$ cat src/hdl/microrocPkg.sv
package microrocPkg;

  ////////////////////////////////////////
  // RAZ pulse width selection
  ////////////////////////////////////////

  // Analogue reset width, picked by the host
  typedef enum logic [1:0] {
    RAZ75NS  = 2'd0, // Shortest, 3 cycles
    RAZ250NS = 2'd1,
    RAZ500NS = 2'd2,
    RAZ1US   = 2'd3  // Longest, 40 cycles
  } razModeE;

  localparam int unsigned razWidthBits = 6; // Holds up to 40

  // Width in Clk cycles at 40 MHz, indexed by razModeE
  localparam logic [razWidthBits-1:0] razWidthCycles [4] = '{3, 10, 20, 40};

  ////////////////////////////////////////
  // FSM encodings
  ////////////////////////////////////////

  // Delayed pulse generators (RAZ and hold)
  typedef enum logic [1:0] {
    IDLE,   // Waiting for a trigger
    DELAY,  // Counting down the programmed delay
    ACTIVE  // Pulse out
  } pulseStateE;

  // Time-stamp counter reset handshake
  typedef enum logic [1:0] {
    TSIDLE,  // No request pending
    TSRESET, // rstCounterB held low
    TSACK    // Ack up, waiting for req to drop
  } tsStateE;

  localparam int unsigned tsResetCycles = 8; // Low time of rstCounterB
  localparam int unsigned trigExtCycles = 2; // High time of trigExt
  localparam int unsigned syncStages    = 2; // Flops per async input

endpackage
$ cat src/hdl/microrocCommonControl.sv
`timescale 1ns/1ps

module microrocCommonControl #(
  parameter int unsigned asicChainNumber = 4
) (
  input  logic                       Clk,
  input  logic                       rstN,
  input  logic                       triggerIn,
  input  logic                       triggerOr,
  // Hold
  input  logic                       holdEnable,
  input  logic [7:0]                 holdDelay,
  input  logic [15:0]                holdTime,
  // External RAZ
  input  microrocPkg::razModeE       razMode,
  input  logic                       externalRazSignalEnable,
  input  logic [asicChainNumber-1:0] forceExternalRaz,
  input  logic [3:0]                 externalRazDelayTime,
  // Per-chain control
  input  logic                       slowControlOrReadScopeSelect,
  input  logic [asicChainNumber-1:0] resetBChain,
  input  logic                       resetTimeStampReq,
  input  logic                       dataTrigger,
  input  logic                       dataTriggerEnable,
  input  logic [asicChainNumber-1:0] pwrOnAChain,
  input  logic [asicChainNumber-1:0] pwrOnDChain,
  input  logic [asicChainNumber-1:0] pwrOnAdcChain,
  input  logic [asicChainNumber-1:0] pwrOnDacChain,
  input  logic [asicChainNumber-1:0] onceEnd,
  input  logic [asicChainNumber-1:0] endReadoutParameter,
  output logic                       holdSignal,
  output logic                       razChn,      // Single-ended, paired on the board
  output logic                       select,
  output logic                       resetB,
  output logic                       rstCounterB,
  output logic                       resetTimeStampAck,
  output logic                       trigExt,
  output logic                       ramReadoutDone,
  output logic                       pwrOnA,
  output logic                       pwrOnD,
  output logic                       pwrOnAdc,
  output logic                       pwrOnDac
);

  ////////////////////////////////////////
  // Parallel controllers
  ////////////////////////////////////////
  externalRazGenerate #(.asicChainNumber(asicChainNumber)) externalRazGen (
    .Clk(Clk), .rstN(rstN),
    .triggerOr   (triggerOr),
    .razEnable   (externalRazSignalEnable),
    .razDelayTime(externalRazDelayTime),
    .razMode     (razMode),
    .forceRaz    (forceExternalRaz),
    .razChn      (razChn)
  );

  holdGenerate holdGen (
    .Clk(Clk), .rstN(rstN),
    .triggerIn(triggerIn), .holdEnable(holdEnable),
    .holdDelay(holdDelay), .holdTime(holdTime),
    .holdSignal(holdSignal)
  );

  timeStampSyncAndDataTrigger timeStampSync (
    .Clk(Clk), .rstN(rstN),
    .resetTimeStampReq(resetTimeStampReq), .dataTrigger(dataTrigger),
    .dataTriggerEnable(dataTriggerEnable), .rstCounterB(rstCounterB),
    .resetTimeStampAck(resetTimeStampAck), .trigExt(trigExt)
  );

  chainControlMerge #(.asicChainNumber(asicChainNumber)) chainMerge (
    .Clk(Clk), .rstN(rstN),
    .slowControlOrReadScopeSelect(slowControlOrReadScopeSelect),
    .resetBChain(resetBChain), .pwrOnAChain(pwrOnAChain), .pwrOnDChain(pwrOnDChain),
    .pwrOnAdcChain(pwrOnAdcChain), .pwrOnDacChain(pwrOnDacChain),
    .onceEnd(onceEnd), .endReadoutParameter(endReadoutParameter),
    .select(select), .resetB(resetB), .pwrOnA(pwrOnA), .pwrOnD(pwrOnD),
    .pwrOnAdc(pwrOnAdc), .pwrOnDac(pwrOnDac), .ramReadoutDone(ramReadoutDone)
  );

endmodule

$ cat src/hdl/chainControlMerge.sv
`timescale 1ns/1ps

module chainControlMerge #(
  parameter int unsigned asicChainNumber = 4
) (
  input  logic                       Clk,
  input  logic                       rstN,
  input  logic                       slowControlOrReadScopeSelect, // 1 slow control, 0 read
  input  logic [asicChainNumber-1:0] resetBChain,
  input  logic [asicChainNumber-1:0] pwrOnAChain,
  input  logic [asicChainNumber-1:0] pwrOnDChain,
  input  logic [asicChainNumber-1:0] pwrOnAdcChain,
  input  logic [asicChainNumber-1:0] pwrOnDacChain,
  input  logic [asicChainNumber-1:0] onceEnd,             // Async, per chain
  input  logic [asicChainNumber-1:0] endReadoutParameter, // Chains that must finish
  output logic                       select,
  output logic                       resetB,
  output logic                       pwrOnA,
  output logic                       pwrOnD,
  output logic                       pwrOnAdc,
  output logic                       pwrOnDac,
  output logic                       ramReadoutDone
);
  import microrocPkg::*;

  logic [asicChainNumber-1:0] endSync [syncStages]; // Stage 0 samples the pins
  logic [asicChainNumber-1:0] endPrev;
  logic [asicChainNumber-1:0] endRise;
  logic [asicChainNumber-1:0] doneFlag; // Chain has finished this readout
  logic                       allDone;

  ////////////////////////////////////////
  // Merged control lines
  ////////////////////////////////////////
  always_ff @(posedge Clk or negedge rstN) begin
    if (!rstN) begin
      select   <= 1'b1;
      resetB   <= 1'b1; // ASICs out of reset
      pwrOnA   <= 1'b0;
      pwrOnD   <= 1'b0;
      pwrOnAdc <= 1'b0;
      pwrOnDac <= 1'b0;
    end else begin
      select   <= ~slowControlOrReadScopeSelect;
      resetB   <= |resetBChain;
      pwrOnA   <= |pwrOnAChain;   // Power pulsing, any chain on
      pwrOnD   <= |pwrOnDChain;
      pwrOnAdc <= |pwrOnAdcChain;
      pwrOnDac <= |pwrOnDacChain;
    end
  end

  ////////////////////////////////////////
  // Readout done detection
  ////////////////////////////////////////
  assign endRise = endSync[syncStages-1] & ~endPrev;
  // Disabled chains count as done, empty mask never fires
  assign allDone = (|endReadoutParameter) & (&(doneFlag | ~endReadoutParameter));

  always_ff @(posedge Clk or negedge rstN) begin
    if (!rstN) begin
      for (int i = 0; i < syncStages; i++) endSync[i] <= '0;
      endPrev        <= '0;
      doneFlag       <= '0;
      ramReadoutDone <= 1'b0;
    end else begin
      endSync[0] <= onceEnd;
      for (int i = 1; i < syncStages; i++) endSync[i] <= endSync[i-1];
      endPrev        <= endSync[syncStages-1];
      ramReadoutDone <= allDone;
      // Keep an edge landing on the clearing cycle
      doneFlag       <= allDone ? endRise : (doneFlag | endRise);
    end
  end

endmodule

$ cat src/hdl/timeStampSyncAndDataTrigger.sv
`timescale 1ns/1ps

module timeStampSyncAndDataTrigger (
  input  logic Clk,
  input  logic rstN,
  input  logic resetTimeStampReq, // Host side of the handshake
  input  logic dataTrigger,       // Async
  input  logic dataTriggerEnable,
  output logic rstCounterB,       // Active low counter reset to the ASICs
  output logic resetTimeStampAck,
  output logic trigExt
);
  import microrocPkg::*;

  localparam int unsigned rstCntBits = $clog2(tsResetCycles);
  localparam int unsigned extCntBits = $clog2(trigExtCycles + 1);

  logic                  reqQ;
  tsStateE               tsState;
  logic [rstCntBits-1:0] rstCnt;
  logic [syncStages-1:0] dataSync;
  logic                  dataPrev;
  logic                  dataRise;
  logic                  dataEdgeQ;
  logic [extCntBits-1:0] extCnt;

  ////////////////////////////////////////
  // Time-stamp reset, four-phase
  ////////////////////////////////////////
  always_ff @(posedge Clk or negedge rstN) begin
    if (!rstN) begin
      reqQ              <= 1'b0;
      tsState           <= TSIDLE;
      rstCnt            <= '0;
      resetTimeStampAck <= 1'b0;
    end else begin
      reqQ <= resetTimeStampReq;
      case (tsState)
        TSIDLE: if (reqQ) begin
          tsState <= TSRESET;
          rstCnt  <= rstCntBits'(tsResetCycles - 1);
        end
        TSRESET: begin
          if (rstCnt == '0) tsState <= TSACK; // Counter reset released
          else              rstCnt  <= rstCnt - 1'b1;
        end
        TSACK: begin
          if (resetTimeStampAck && !reqQ) begin
            resetTimeStampAck <= 1'b0; // Host dropped req
            tsState           <= TSIDLE;
          end else begin
            resetTimeStampAck <= 1'b1;
          end
        end
        default: tsState <= TSIDLE;
      endcase
    end
  end

  assign rstCounterB = (tsState != TSRESET);

  ////////////////////////////////////////
  // External data trigger stretch
  ////////////////////////////////////////
  always_ff @(posedge Clk or negedge rstN) begin
    if (!rstN) begin
      dataSync  <= '0;
      dataPrev  <= 1'b0;
      dataEdgeQ <= 1'b0;
      extCnt    <= '0;
    end else begin
      dataSync  <= {dataSync[syncStages-2:0], dataTrigger};
      dataPrev  <= dataSync[syncStages-1];
      dataEdgeQ <= dataRise & dataTriggerEnable; // Gate on enable here
      if (dataEdgeQ)           extCnt <= extCntBits'(trigExtCycles);
      else if (extCnt != '0)   extCnt <= extCnt - 1'b1;
    end
  end

  assign dataRise = dataSync[syncStages-1] & ~dataPrev;
  assign trigExt  = (extCnt != '0);

endmodule

$ cat src/hdl/holdGenerate.sv
`timescale 1ns/1ps

module holdGenerate (
  input  logic        Clk,
  input  logic        rstN,
  input  logic        triggerIn,  // Async trigger from the ASICs
  input  logic        holdEnable,
  input  logic [7:0]  holdDelay,  // Cycles between trigger and hold
  input  logic [15:0] holdTime,   // Hold width, 0 means no pulse
  output logic        holdSignal
);
  import microrocPkg::*;

  logic [syncStages-1:0] trigSync;
  logic                  trigPrev;
  logic                  trigRise;
  logic                  trigAccept; // Edge that starts a hold
  pulseStateE            state;
  logic [7:0]            delayCnt;
  logic [15:0]           widthCnt;

  ////////////////////////////////////////
  // Trigger synchroniser
  ////////////////////////////////////////
  always_ff @(posedge Clk or negedge rstN) begin
    if (!rstN) begin
      trigSync <= '0;
      trigPrev <= 1'b0;
    end else begin
      trigSync <= {trigSync[syncStages-2:0], triggerIn};
      trigPrev <= trigSync[syncStages-1];
    end
  end

  assign trigRise = trigSync[syncStages-1] & ~trigPrev;

  // Zero width would give an empty pulse, so drop it here
  assign trigAccept = trigRise & holdEnable & (holdTime != '0);

  ////////////////////////////////////////
  // Hold FSM
  ////////////////////////////////////////
  always_ff @(posedge Clk or negedge rstN) begin
    if (!rstN) begin
      state    <= IDLE;
      delayCnt <= '0;
      widthCnt <= '0;
    end else begin
      case (state)
        IDLE: begin
          widthCnt <= holdTime - 1'b1; // Captured on accept
          if (trigAccept) begin
            state    <= DELAY;
            delayCnt <= holdDelay;
          end
        end
        DELAY: begin
          // Triggers in here are ignored
          if (delayCnt == '0) begin
            state <= ACTIVE;
          end else begin
            delayCnt <= delayCnt - 1'b1;
          end
        end
        ACTIVE: begin
          if (widthCnt == '0) begin
            state <= IDLE;
          end else begin
            widthCnt <= widthCnt - 1'b1;
          end
        end
        default: state <= IDLE;
      endcase
    end
  end

  // Straight state decode, one pulse per accepted trigger
  assign holdSignal = (state == ACTIVE);

endmodule

$ cat src/hdl/externalRazGenerate.sv
`timescale 1ns/1ps

module externalRazGenerate #(
  parameter int unsigned asicChainNumber = 4
) (
  input  logic                       Clk,
  input  logic                       rstN,
  input  logic                       triggerOr,    // Async OR of the chain triggers
  input  logic                       razEnable,
  input  logic [3:0]                 razDelayTime, // Extra cycles before the pulse
  input  microrocPkg::razModeE       razMode,
  input  logic [asicChainNumber-1:0] forceRaz,     // One bit per chain
  output logic                       razChn
);
  import microrocPkg::*;

  logic [syncStages-1:0]   trigSync;  // Shift-in synchroniser
  logic                    trigPrev;
  logic                    trigRise;
  logic                    forceQ;    // OR of force bits, sampled
  logic                    forcePrev;
  logic                    forceRise;
  pulseStateE              state;
  logic [3:0]              delayCnt;
  logic [razWidthBits-1:0] widthCnt;

  ////////////////////////////////////////
  // Input sampling and edge detect
  ////////////////////////////////////////
  always_ff @(posedge Clk or negedge rstN) begin
    if (!rstN) begin
      trigSync  <= '0;
      trigPrev  <= 1'b0;
      forceQ    <= 1'b0;
      forcePrev <= 1'b0;
    end else begin
      trigSync  <= {trigSync[syncStages-2:0], triggerOr};
      trigPrev  <= trigSync[syncStages-1];
      forceQ    <= |forceRaz; // Any chain may force
      forcePrev <= forceQ;
    end
  end

  assign trigRise  = trigSync[syncStages-1] & ~trigPrev;
  assign forceRise = forceQ & ~forcePrev;

  ////////////////////////////////////////
  // Delay and width FSM
  ////////////////////////////////////////
  always_ff @(posedge Clk or negedge rstN) begin
    if (!rstN) begin
      state    <= IDLE;
      delayCnt <= '0;
      widthCnt <= '0;
    end else begin
      case (state)
        IDLE: begin
          widthCnt <= razWidthCycles[razMode] - 1'b1; // Preload for either path
          if (forceRise) begin
            state <= ACTIVE; // Forced RAZ skips the delay
          end else if (trigRise && razEnable) begin
            state    <= DELAY;
            delayCnt <= razDelayTime;
          end
        end
        DELAY: begin
          if (delayCnt == '0) state <= ACTIVE;
          else                delayCnt <= delayCnt - 1'b1;
        end
        ACTIVE: begin
          if (widthCnt == '0) state <= IDLE; // Last high cycle
          else                widthCnt <= widthCnt - 1'b1;
        end
        default: state <= IDLE;
      endcase
    end
  end

  assign razChn = (state == ACTIVE);

endmodule

$ cat config.mk
export PLATFORM = sky130hd
export DESIGN_NAME = microrocCommonControl
export DESIGN_NICKNAME = d
export VERILOG_FILES = /design/src/hdl/microrocPkg.sv /design/src/hdl/microrocCommonControl.sv /design/src/hdl/chainControlMerge.sv /design/src/hdl/timeStampSyncAndDataTrigger.sv /design/src/hdl/holdGenerate.sv /design/src/hdl/externalRazGenerate.sv
export SDC_FILE = /design/constraint.sdc
export NUM_CORES = 1
export LEC_CHECK = 0
export BUFFER_PORTS_ARGS = -buffer_cell sky130_fd_sc_hd__buf_2
export CAP_MARGIN = 20
export CORE_MARGIN = 4
export CORE_UTILIZATION = 55
export DETAILED_ROUTE_END_ITERATION = 12
export GPL_TIMING_DRIVEN = 0
export PLACE_DENSITY_LB_ADDON = 0.12
export RECOVER_POWER = 25
export SLEW_MARGIN = 40
export SYNTH_ARGS = -nofsm -noshare
export SYNTH_HDL_FRONTEND = slang
export SYNTH_SLANG_ARGS = --single-unit
$ cat constraint.sdc
create_clock -name Clk -period 3.55 [get_ports Clk]
set_input_delay 0.355 -clock Clk [delete_from_list [all_inputs] [get_ports Clk]]
set_output_delay 0.355 -clock Clk [all_outputs]
set_load 0.005 [all_outputs]
==> results of run 1 <==
==> where the power goes <==
group | switching (W) | total, W | internal, W
Sequential | 0.000272 | 0.00149 | 0.00122
Clock | 0.000376 | 0.000787 | 0.000411
Combinational | 0.000561 | 0.00106 | 0.000498
==> sequential cells by signal, indices dropped and copies added (netlist names), 3 cells and up <==
| register | flops |
|---|---|
| holdGen.widthCnt | 16 |
| chainMerge.endSync | 8 |
| holdGen.delayCnt | 8 |
| externalRazGen.widthCnt | 6 |
| chainMerge.doneFlag | 4 |
| chainMerge.endPrev | 4 |
| externalRazGen.delayCnt | 4 |
| timeStampSync.rstCnt | 3 |
==> cell type report <==
type,instances,area (um2),share of cell area
Buffer,15,80.1,0.0155
Clock buffer,9,124,0.0240
Clock inverter,7,109,0.0211
Inverter,33,126,0.0245
Multi-Input combinational cell,320,2070,0.401
Sequential cell,82,2060,0.398
Tap cell,102,128,0.0247
Timing Repair Buffer,87,467,0.0905
==> synthesized netlist by cell type, types with 2 or more instances <==
master	count
a2111oi_0	3
a211o_1	3
a211oi_1	3
a21o_1	2
a21oi_1	24
a221o_1	2
a22o_1	3
a22oi_1	2
a31oi_1	8
and2_1	3
clkbuf_1	13
dfrtp_1	80
dfstp_2	2
ha_1	8
inv_1	32
mux2_2	5
mux2i_1	15
nand2_1	41
nand2b_1	12
nand3_1	8
nand4_1	4
nand4b_1	3
nor2_1	40
nor2b_1	3
nor3_1	21
nor3_2	2
nor3b_1	5
nor4_1	4
o211ai_1	2
o21a_1	3
o21ai_0	34
o221a_2	5
o22a_1	2
o22ai_1	5
o31ai_1	7
o32a_1	2
o32ai_1	2
or3_1	3
or4_1	9
xor2_1	3
==> metrics by stage <==
| step | power (W) | setup TNS (ps) | setup slack [ps] | util | area [um2] |
|---|---|---|---|---|---|
| after global placement | 0.00250 | -1000 | -484 | 0.631 | 4850 |
| after global routing | 0.00358 | 0 | 15.1 | 0.671 | 5160 |
| final | 0.00333 | 0 | 278 | 0.671 | 5160 |
| after CTS | 0.00335 | 0 | 31.0 | 0.669 | 5150 |
| after detailed placement | 0.00256 | -1000 | -450 | 0.636 | 4890 |
| after floorplan | 0.00223 | 0 | 284 | - | 4310 |
==> routing by layer <==
| layer | up-vias | routed length, um |
|---|---|---|
| li1 | 1832 | - |
| met1 | 1830 | 4260 |
| met2 | 136 | 4560 |
| met3 | 15 | 694 |
| met4 | 0 | 137 |
| met5 | - | 0 |
==> worst max-delay path, stage by stage (launching register included) <==
cell and delay, ps:
dfrtp_1 470, nand2b_1 120, buf_6 170, mux2i_1 470
ha_2 330, nor4bb_2 290, a21oi_1 140, nand4b_1 350
or4_1 570, o31ai_1 90, a22oi_1 130
==> cells by family after synthesis <==
| family | Yosys count | share of synthesized area |
|---|---|---|
| AO/OA/AOI/OAI | 119 | 0.188 |
| adder cells (fa/ha/maj) | 8 | 0.0232 |
| XOR/XNOR | 4 | 0.00813 |
| flip-flops | 82 | 0.477 |
| buffers and inverters | 49 | 0.0479 |
| multiplexers | 22 | 0.0546 |
| AND/OR/NAND/NOR | 167 | 0.202 |
==> repair_timing <==
action / 4_1_cts / 5_1_grt
endpoints found under the setup margin: 4 / 3
pin swaps: 0 / 1
cloned: 0 / 0
hold endpoints to repair: 33 / 0
resized for setup: 4 / 6
setup buffers: 1 / 1
hold buffers: 1 / 0
==> worst min path at each step <==
stage	end	slack, ps	cells past startpoint
final	externalRazGen.trigSync[0]$_DFF_PN0_	100	1
after global routing	chainMerge.endSync[6]$_DFF_PN0_	80	1
after CTS	externalRazGen.trigSync[0]$_DFF_PN0_	80	1
after detailed placement	externalRazGen.widthCnt[4]$_DFFE_PN0P_	280	1
after global placement	chainMerge.endSync[1]$_DFF_PN0_	330	0
after floorplan	chainMerge.doneFlag[0]$_DFF_PN0_	60	0
==> flow_metrics.tcl, run 1 <==
set metrics [dict create \
    core-area_um2 7690 \
    drt_first_iter_violations 202 \
    worst_slew_pin_slew_ps 2110 \
    cts_inserted_buffers 9 \
    detail_route.first_pass.iterations 5 \
    max_slew_margin -0.406 \
    fillCellCount 652 \
    synth.avg_cell_area_um2 9.55 \
    clkLatencyLatePin_ps 360 \
    clkSlewWorstSetupHoldPaths_ps 100 \
    grt_antenna_before_repair 0 \
    regToRegStartpoint "holdGen.state[1]$_DFFE_PN0P_" \
    rr_worst_depth 10 \
    timing.critical_path.arrival_ps 3480 \
    clock-skew-final_ps 11.3 \
    r2r_setup_slack_ps 280 \
    syn-cell-area_um2 4310 \
    synth-warning-count 0 \
    placedCellCount 637 \
    via_count 3813 \
    p_leak_nw 2.33 \
    synthDistinctLibCells 63 \
    holdCritStartpoint "triggerOr" \
    most_frequent_standard_cell_in_the_layout_excluding_fill_and_tap_cells "buf_2" \
    reg2reg_to "holdGen.widthCnt[10]$_DFFE_PN0P_" \
    clockBufferDepth 2 \
    route.detailed.drc 0 \
    initial_utilization 0.561 \
    timing_max_transition_violations_final 34 \
    final_layout_size_suffix_gt1_frac 0.242 \
    postSynthCellCount 451 \
    setup_viol_count_final 0 \
    post_route_non_filler_standard_cell_count 655 \
    total_congestion_overflow 0 \
    maxCapViolCount 1 \
    failed_checks "max-capacitance violations, max-slew violations" \
    worst_setup_path_startpoint "holdGen.state[1]$_DFFE_PN0P_" \
    worstSetupPathType "reg2reg" \
    synth-main-ff-cell "dfrtp_1" \
    postRouteAntennaNets 0 \
    sequential_area_share_after_synthesis 0.477 \
    worst_ep_required_time_ps 3750 \
    clock_tree.htree_level_count 3 \
    layout.cells.most_common_list "83 x buf_2, 79 x dfrtp_1, 41 x nand2_1" \
    antenna-diode-count 0 \
    post-synth-top-area-cell "dfrtp_1" \
    first_global_vias 3666 \
    grt_util_met1 0.289 \
    clock_tree_from_tritoncts "yes" \
    io_pins 84 \
    dp.final_hpwl_um 7040 \
    gp_congestion 0.945 \
    mappedNetlistNets 531 \
    holdCritPathClass "in2reg" \
    io_buffers 83 \
    synth_seq_cells 82 \
    global_route.usage.met3 0.0442 \
    busiest_layer "met2" \
    timing.critical_path.to_type "flop" \
    max_clock_freq_ghz 0.306 \
    wire_length_of_the_first_global_routing_pass_um 16100 \
    setup.worst_path.start_class "flop" \
    cts.root.buffer_cell "clkbuf_8" \
    synth-async-reset-ratio 1.00 \
    run_status "finished, violations left" \
    grt_setup_unrepaired "false" \
    grtUsageMet2 0.363 \
    die_h_um 96.5 \
    design.die.area_um2 9320 \
    finalWirelength_um 9660 \
    wl_per_cell_um 14.7 \
    finalHoldViolations 0 \
    vias_per_cell 5.82 \
    floorplan.die.width_um 96.5 \
    worst_hold_slack_ps 96.2 \
    cts.sink_count 82 \
    power-per-cell-area_nw_per_um2 646 \
    layout-area-overhead-vs-synth_pct 19.7 \
    synth.top_cell.area_share 0.465 \
    ys_top_cells_by_area "dfrtp_1 46%, o21ai_0 3.9%, nand2_1 3.6%, mux2i_1 3.5%, nor2_1 3.5%" \
    num-nets-final 628 \
    vdd.ir_drop.worst_v 0.000415 \
    overall_global_routing_resource_usage 0.221 \
    critPathMaxFanout 10 \
    rows 32 \
    min_period_over_period 0.922 \
    timing.final.crit_period_ps 3270 \
    synth_enable_flop_cells 0 \
    timing.critical_path.to "holdGen.widthCnt[10]$_DFFE_PN0P_" \
    grt_start_max_net_pins 50 \
]
Note: power is estimated with default switching activity, not from simulation.
==> run 2: changes to the inputs <==
--- a/config.mk
+++ b/config.mk
@@ -7,7 +7,7 @@
 export LEC_CHECK = 0
 export BUFFER_PORTS_ARGS = -buffer_cell sky130_fd_sc_hd__buf_2
 export CAP_MARGIN = 20
-export CORE_MARGIN = 4
+export CORE_MARGIN = 10
 export CORE_UTILIZATION = 55
 export DETAILED_ROUTE_END_ITERATION = 12
 export GPL_TIMING_DRIVEN = 0
==> constraint.sdc (replaced) <==
create_clock -name Clk -period 3.55 [get_ports Clk]
set_input_delay 0.1775 -clock Clk [delete_from_list [all_inputs] [get_ports Clk]]
set_output_delay 0.1775 -clock Clk [all_outputs]
set_load 0.005 [all_outputs]
==> run 2 against run 1 <==
  * Hold slack got worse by 81 ps
  * Sequential power about the same
  * Largest power group unchanged
  * Count of clock-buffer cells in the layout unchanged
  * Clock power about the same
  * Utilization increased by 2.1 points
  * Setup slack got worse by 170 ps
  * The flow still finishes with violations (max-capacitance violations, max-slew violations)
  * Global-route usage decreased by 3.0 points
  * Combinational power about the same
  * Register-to-register slack got worse by 170 ps
  * Maximum frequency decreased by 5.1%
  * Flip-flop and latch count unchanged
  * Critical path type unchanged
==> flow_metrics.tcl, run 2 (synthesized netlist as in run 1, its figures left out) <==
set metrics [dict create \
    power_w 0.00336 \
    num-nets-final 646 \
    regMostFlops "holdGen.widthCnt" \
    grt_start_max_net_pins 46 \
    die_h_um 109 \
    worstSetupPathType "reg2reg" \
    final_layout_size_suffix_gt1_frac 0.231 \
    io_pins 84 \
    r2r_setup_slack_ps 100 \
    timing_max_transition_violations_final 38 \
    fillCellCount 620 \
    finalHoldViolations 0 \
    dp.final_hpwl_um 7750 \
    timing.critical_path.arrival_ps 3650 \
    setup_ws_ps 104 \
    initial_utilization 0.561 \
    route.detailed.drc 0 \
    stdcell_area_um2 5320 \
    io_buffers 83 \
    drt_first_iter_violations 196 \
    critical-path-top-delay-family "simple AND/OR/NAND/NOR gates" \
    path_common_cell "clkbuf_4" \
    rows 32 \
    placement.setup.worst_slack_ps -593 \
    floorplan.die.width_um 109 \
    holdCritPathClass "in2reg" \
    grt_antenna_before_repair 0 \
    cts_inserted_buffers 9 \
    first_global_vias 3863 \
    setup_viol_count_final 0 \
    run_status "finished, violations left" \
    failed_checks "max-capacitance violations, max-slew violations" \
    multi_input_comb_area_um2 2060 \
    rr_worst_depth 12 \
    antenna-diode-count 0 \
    endpoint_worst_hold "timeStampSync.dataEdgeQ$_DFF_PN0_" \
    cp_slowest_cell "or4_1" \
    clkLatencyLatePin_ps 360 \
    clockBufferDepth 2 \
    power-per-cell-area_nw_per_um2 631 \
    vdd.ir_drop.worst_v 0.000384 \
    layout-area-overhead-vs-synth_pct 23.4 \
    overall_global_routing_resource_usage 0.190 \
    placedCellCount 637 \
    crit_path_max_incr_delay_ps 600 \
    gp_congestion 0.938 \
    crit_path_cell_trace "nand2b_1, buf_6, clkbuf_4, clkbuf_4, mux2i_1, ha_1, nor4bb_1, a21oi_1, nand4b_1, or4_1, o31ai_1, a22oi_1" \
    holdCritStartpoint "dataTriggerEnable" \
    wire_length_of_the_first_global_routing_pass_um 18300 \
    flip_flop_count_of_the_largest_register_after_layout 16 \
    timing.final.crit_period_ps 3450 \
    maxCapViolCount 1 \
    seqCellArea_um2 2060 \
    finalWirelength_um 10800 \
    worstHoldPathCells 3 \
    layout.cells.most_common_list "83 x buf_2, 79 x dfrtp_1, 41 x nand2_1" \
    biggestRegsByFlops "holdGen.widthCnt: 16 flops, chainMerge.endSync: 8 flops, holdGen.delayCnt: 8 flops" \
    postRouteAntennaNets 0 \
    timing.critical_path.to_type "flop" \
    wl_per_cell_um 16.0 \
    final_util 0.692 \
    dpl-instance-area_um2 4880 \
    critPathMaxFanout 10 \
    clock_tree.htree_level_count 3 \
    crit_buf_inv 3 \
    vias_per_cell 5.76 \
    p_leak_nw 2.39 \
    total_congestion_overflow 0 \
    clock_tree_from_tritoncts "yes" \
    setup.worst_path.start_class "flop" \
    reg2reg_to "holdGen.widthCnt[10]$_DFFE_PN0P_" \
    regToRegStartpoint "holdGen.state[1]$_DFFE_PN0P_" \
    max_slew_margin -0.467 \
    worst_slew_pin_slew_ps 2200 \
    via_count 3875 \
    clkSlewWorstSetupHoldPaths_ps 100 \
    design.die.area_um2 11800 \
    detail_route.first_pass.iterations 4 \
    grt_setup_unrepaired "false" \
    post_route_non_filler_standard_cell_count 673 \
    worst_ep_required_time_ps 3750 \
    most_frequent_standard_cell_in_the_layout_excluding_fill_and_tap_cells "buf_2" \
    max_clock_freq_ghz 0.290 \
    clock-skew-final_ps 18.5 \
    cts.root.buffer_cell "clkbuf_8" \
    cts.sink_count 82 \
    min_period_over_period 0.971 \
    core-area_um2 7690 \
]
run 2: metrics by stage:
step	TNS, ps	hold slack (ps)
finish	0	14.8
global route	0	3.95
CTS	0	0.764
detailed placement	-1420	109
global placement	-1130	286
floorplan	0	-118
run 2: worst max path at each step:
stage,from,endpoint,cells past startpoint
after floorplan,holdGen.state[0]$_DFFE_PN0P_,holdGen.widthCnt[14]$_DFFE_PN0P_,12
after global placement,holdGen.state[0]$_DFFE_PN0P_,holdGen.widthCnt[14]$_DFFE_PN0P_,12
after detailed placement,holdGen.state[0]$_DFFE_PN0P_,holdGen.widthCnt[14]$_DFFE_PN0P_,12
after CTS,holdGen.state[0]$_DFFE_PN0P_,holdGen.widthCnt[14]$_DFFE_PN0P_,12
final,holdGen.state[1]$_DFFE_PN0P_,holdGen.widthCnt[10]$_DFFE_PN0P_,12
after global routing,holdGen.state[1]$_DFFE_PN0P_,holdGen.widthCnt[14]$_DFFE_PN0P_,12
run 2: metal layers:
layer | GRT usage | routed length [um] | vias up
met4 | 0.0603 | 109 | 0
met2 | 0.306 | 5100 | 129
met3 | 0.0619 | 915 | 10
met1 | 0.238 | 4650 | 1861
met5 | 0 | 0 | -
li1 | - | - | 1875
run 2: cell type report:
type	instances	area share
Inverter	33	0.0238
Clock inverter	7	0.0202
Multi-Input combinational cell	320	0.387
Sequential cell	82	0.386
Buffer	16	0.0165
Timing Repair Buffer	104	0.118
Tap cell	102	0.0240
Clock buffer	9	0.0233
run 2: what timing repair did:
action                                  CTS  global route
gates resized for setup                   5             4
buffers inserted                          1             1
pin swaps                                 0             1
hold buffers                             18             0
endpoints found under the setup margin    5             2
endpoints found under the hold margin    50             0
run 2: report_power, final:
part / total [W] / switching (W) / internal [W] / leakage (nW)
clock: 0.000787 / 0.000377 / 0.000410 / 0.114
combinational: 0.00108 / 0.000575 / 0.000510 / 1.33
sequential: 0.00149 / 0.000270 / 0.00122 / 0.944
run 2: worst register-to-register path, cell delays in order (launching register included):
cell,delay [ps]
dfrtp_1,460
nand2b_1,120
buf_6,170
clkbuf_4,240
clkbuf_4,250
mux2i_1,210
ha_1,250
nor4bb_1,300
a21oi_1,140
nand4b_1,340
or4_1,600
o31ai_1,90
a22oi_1,140
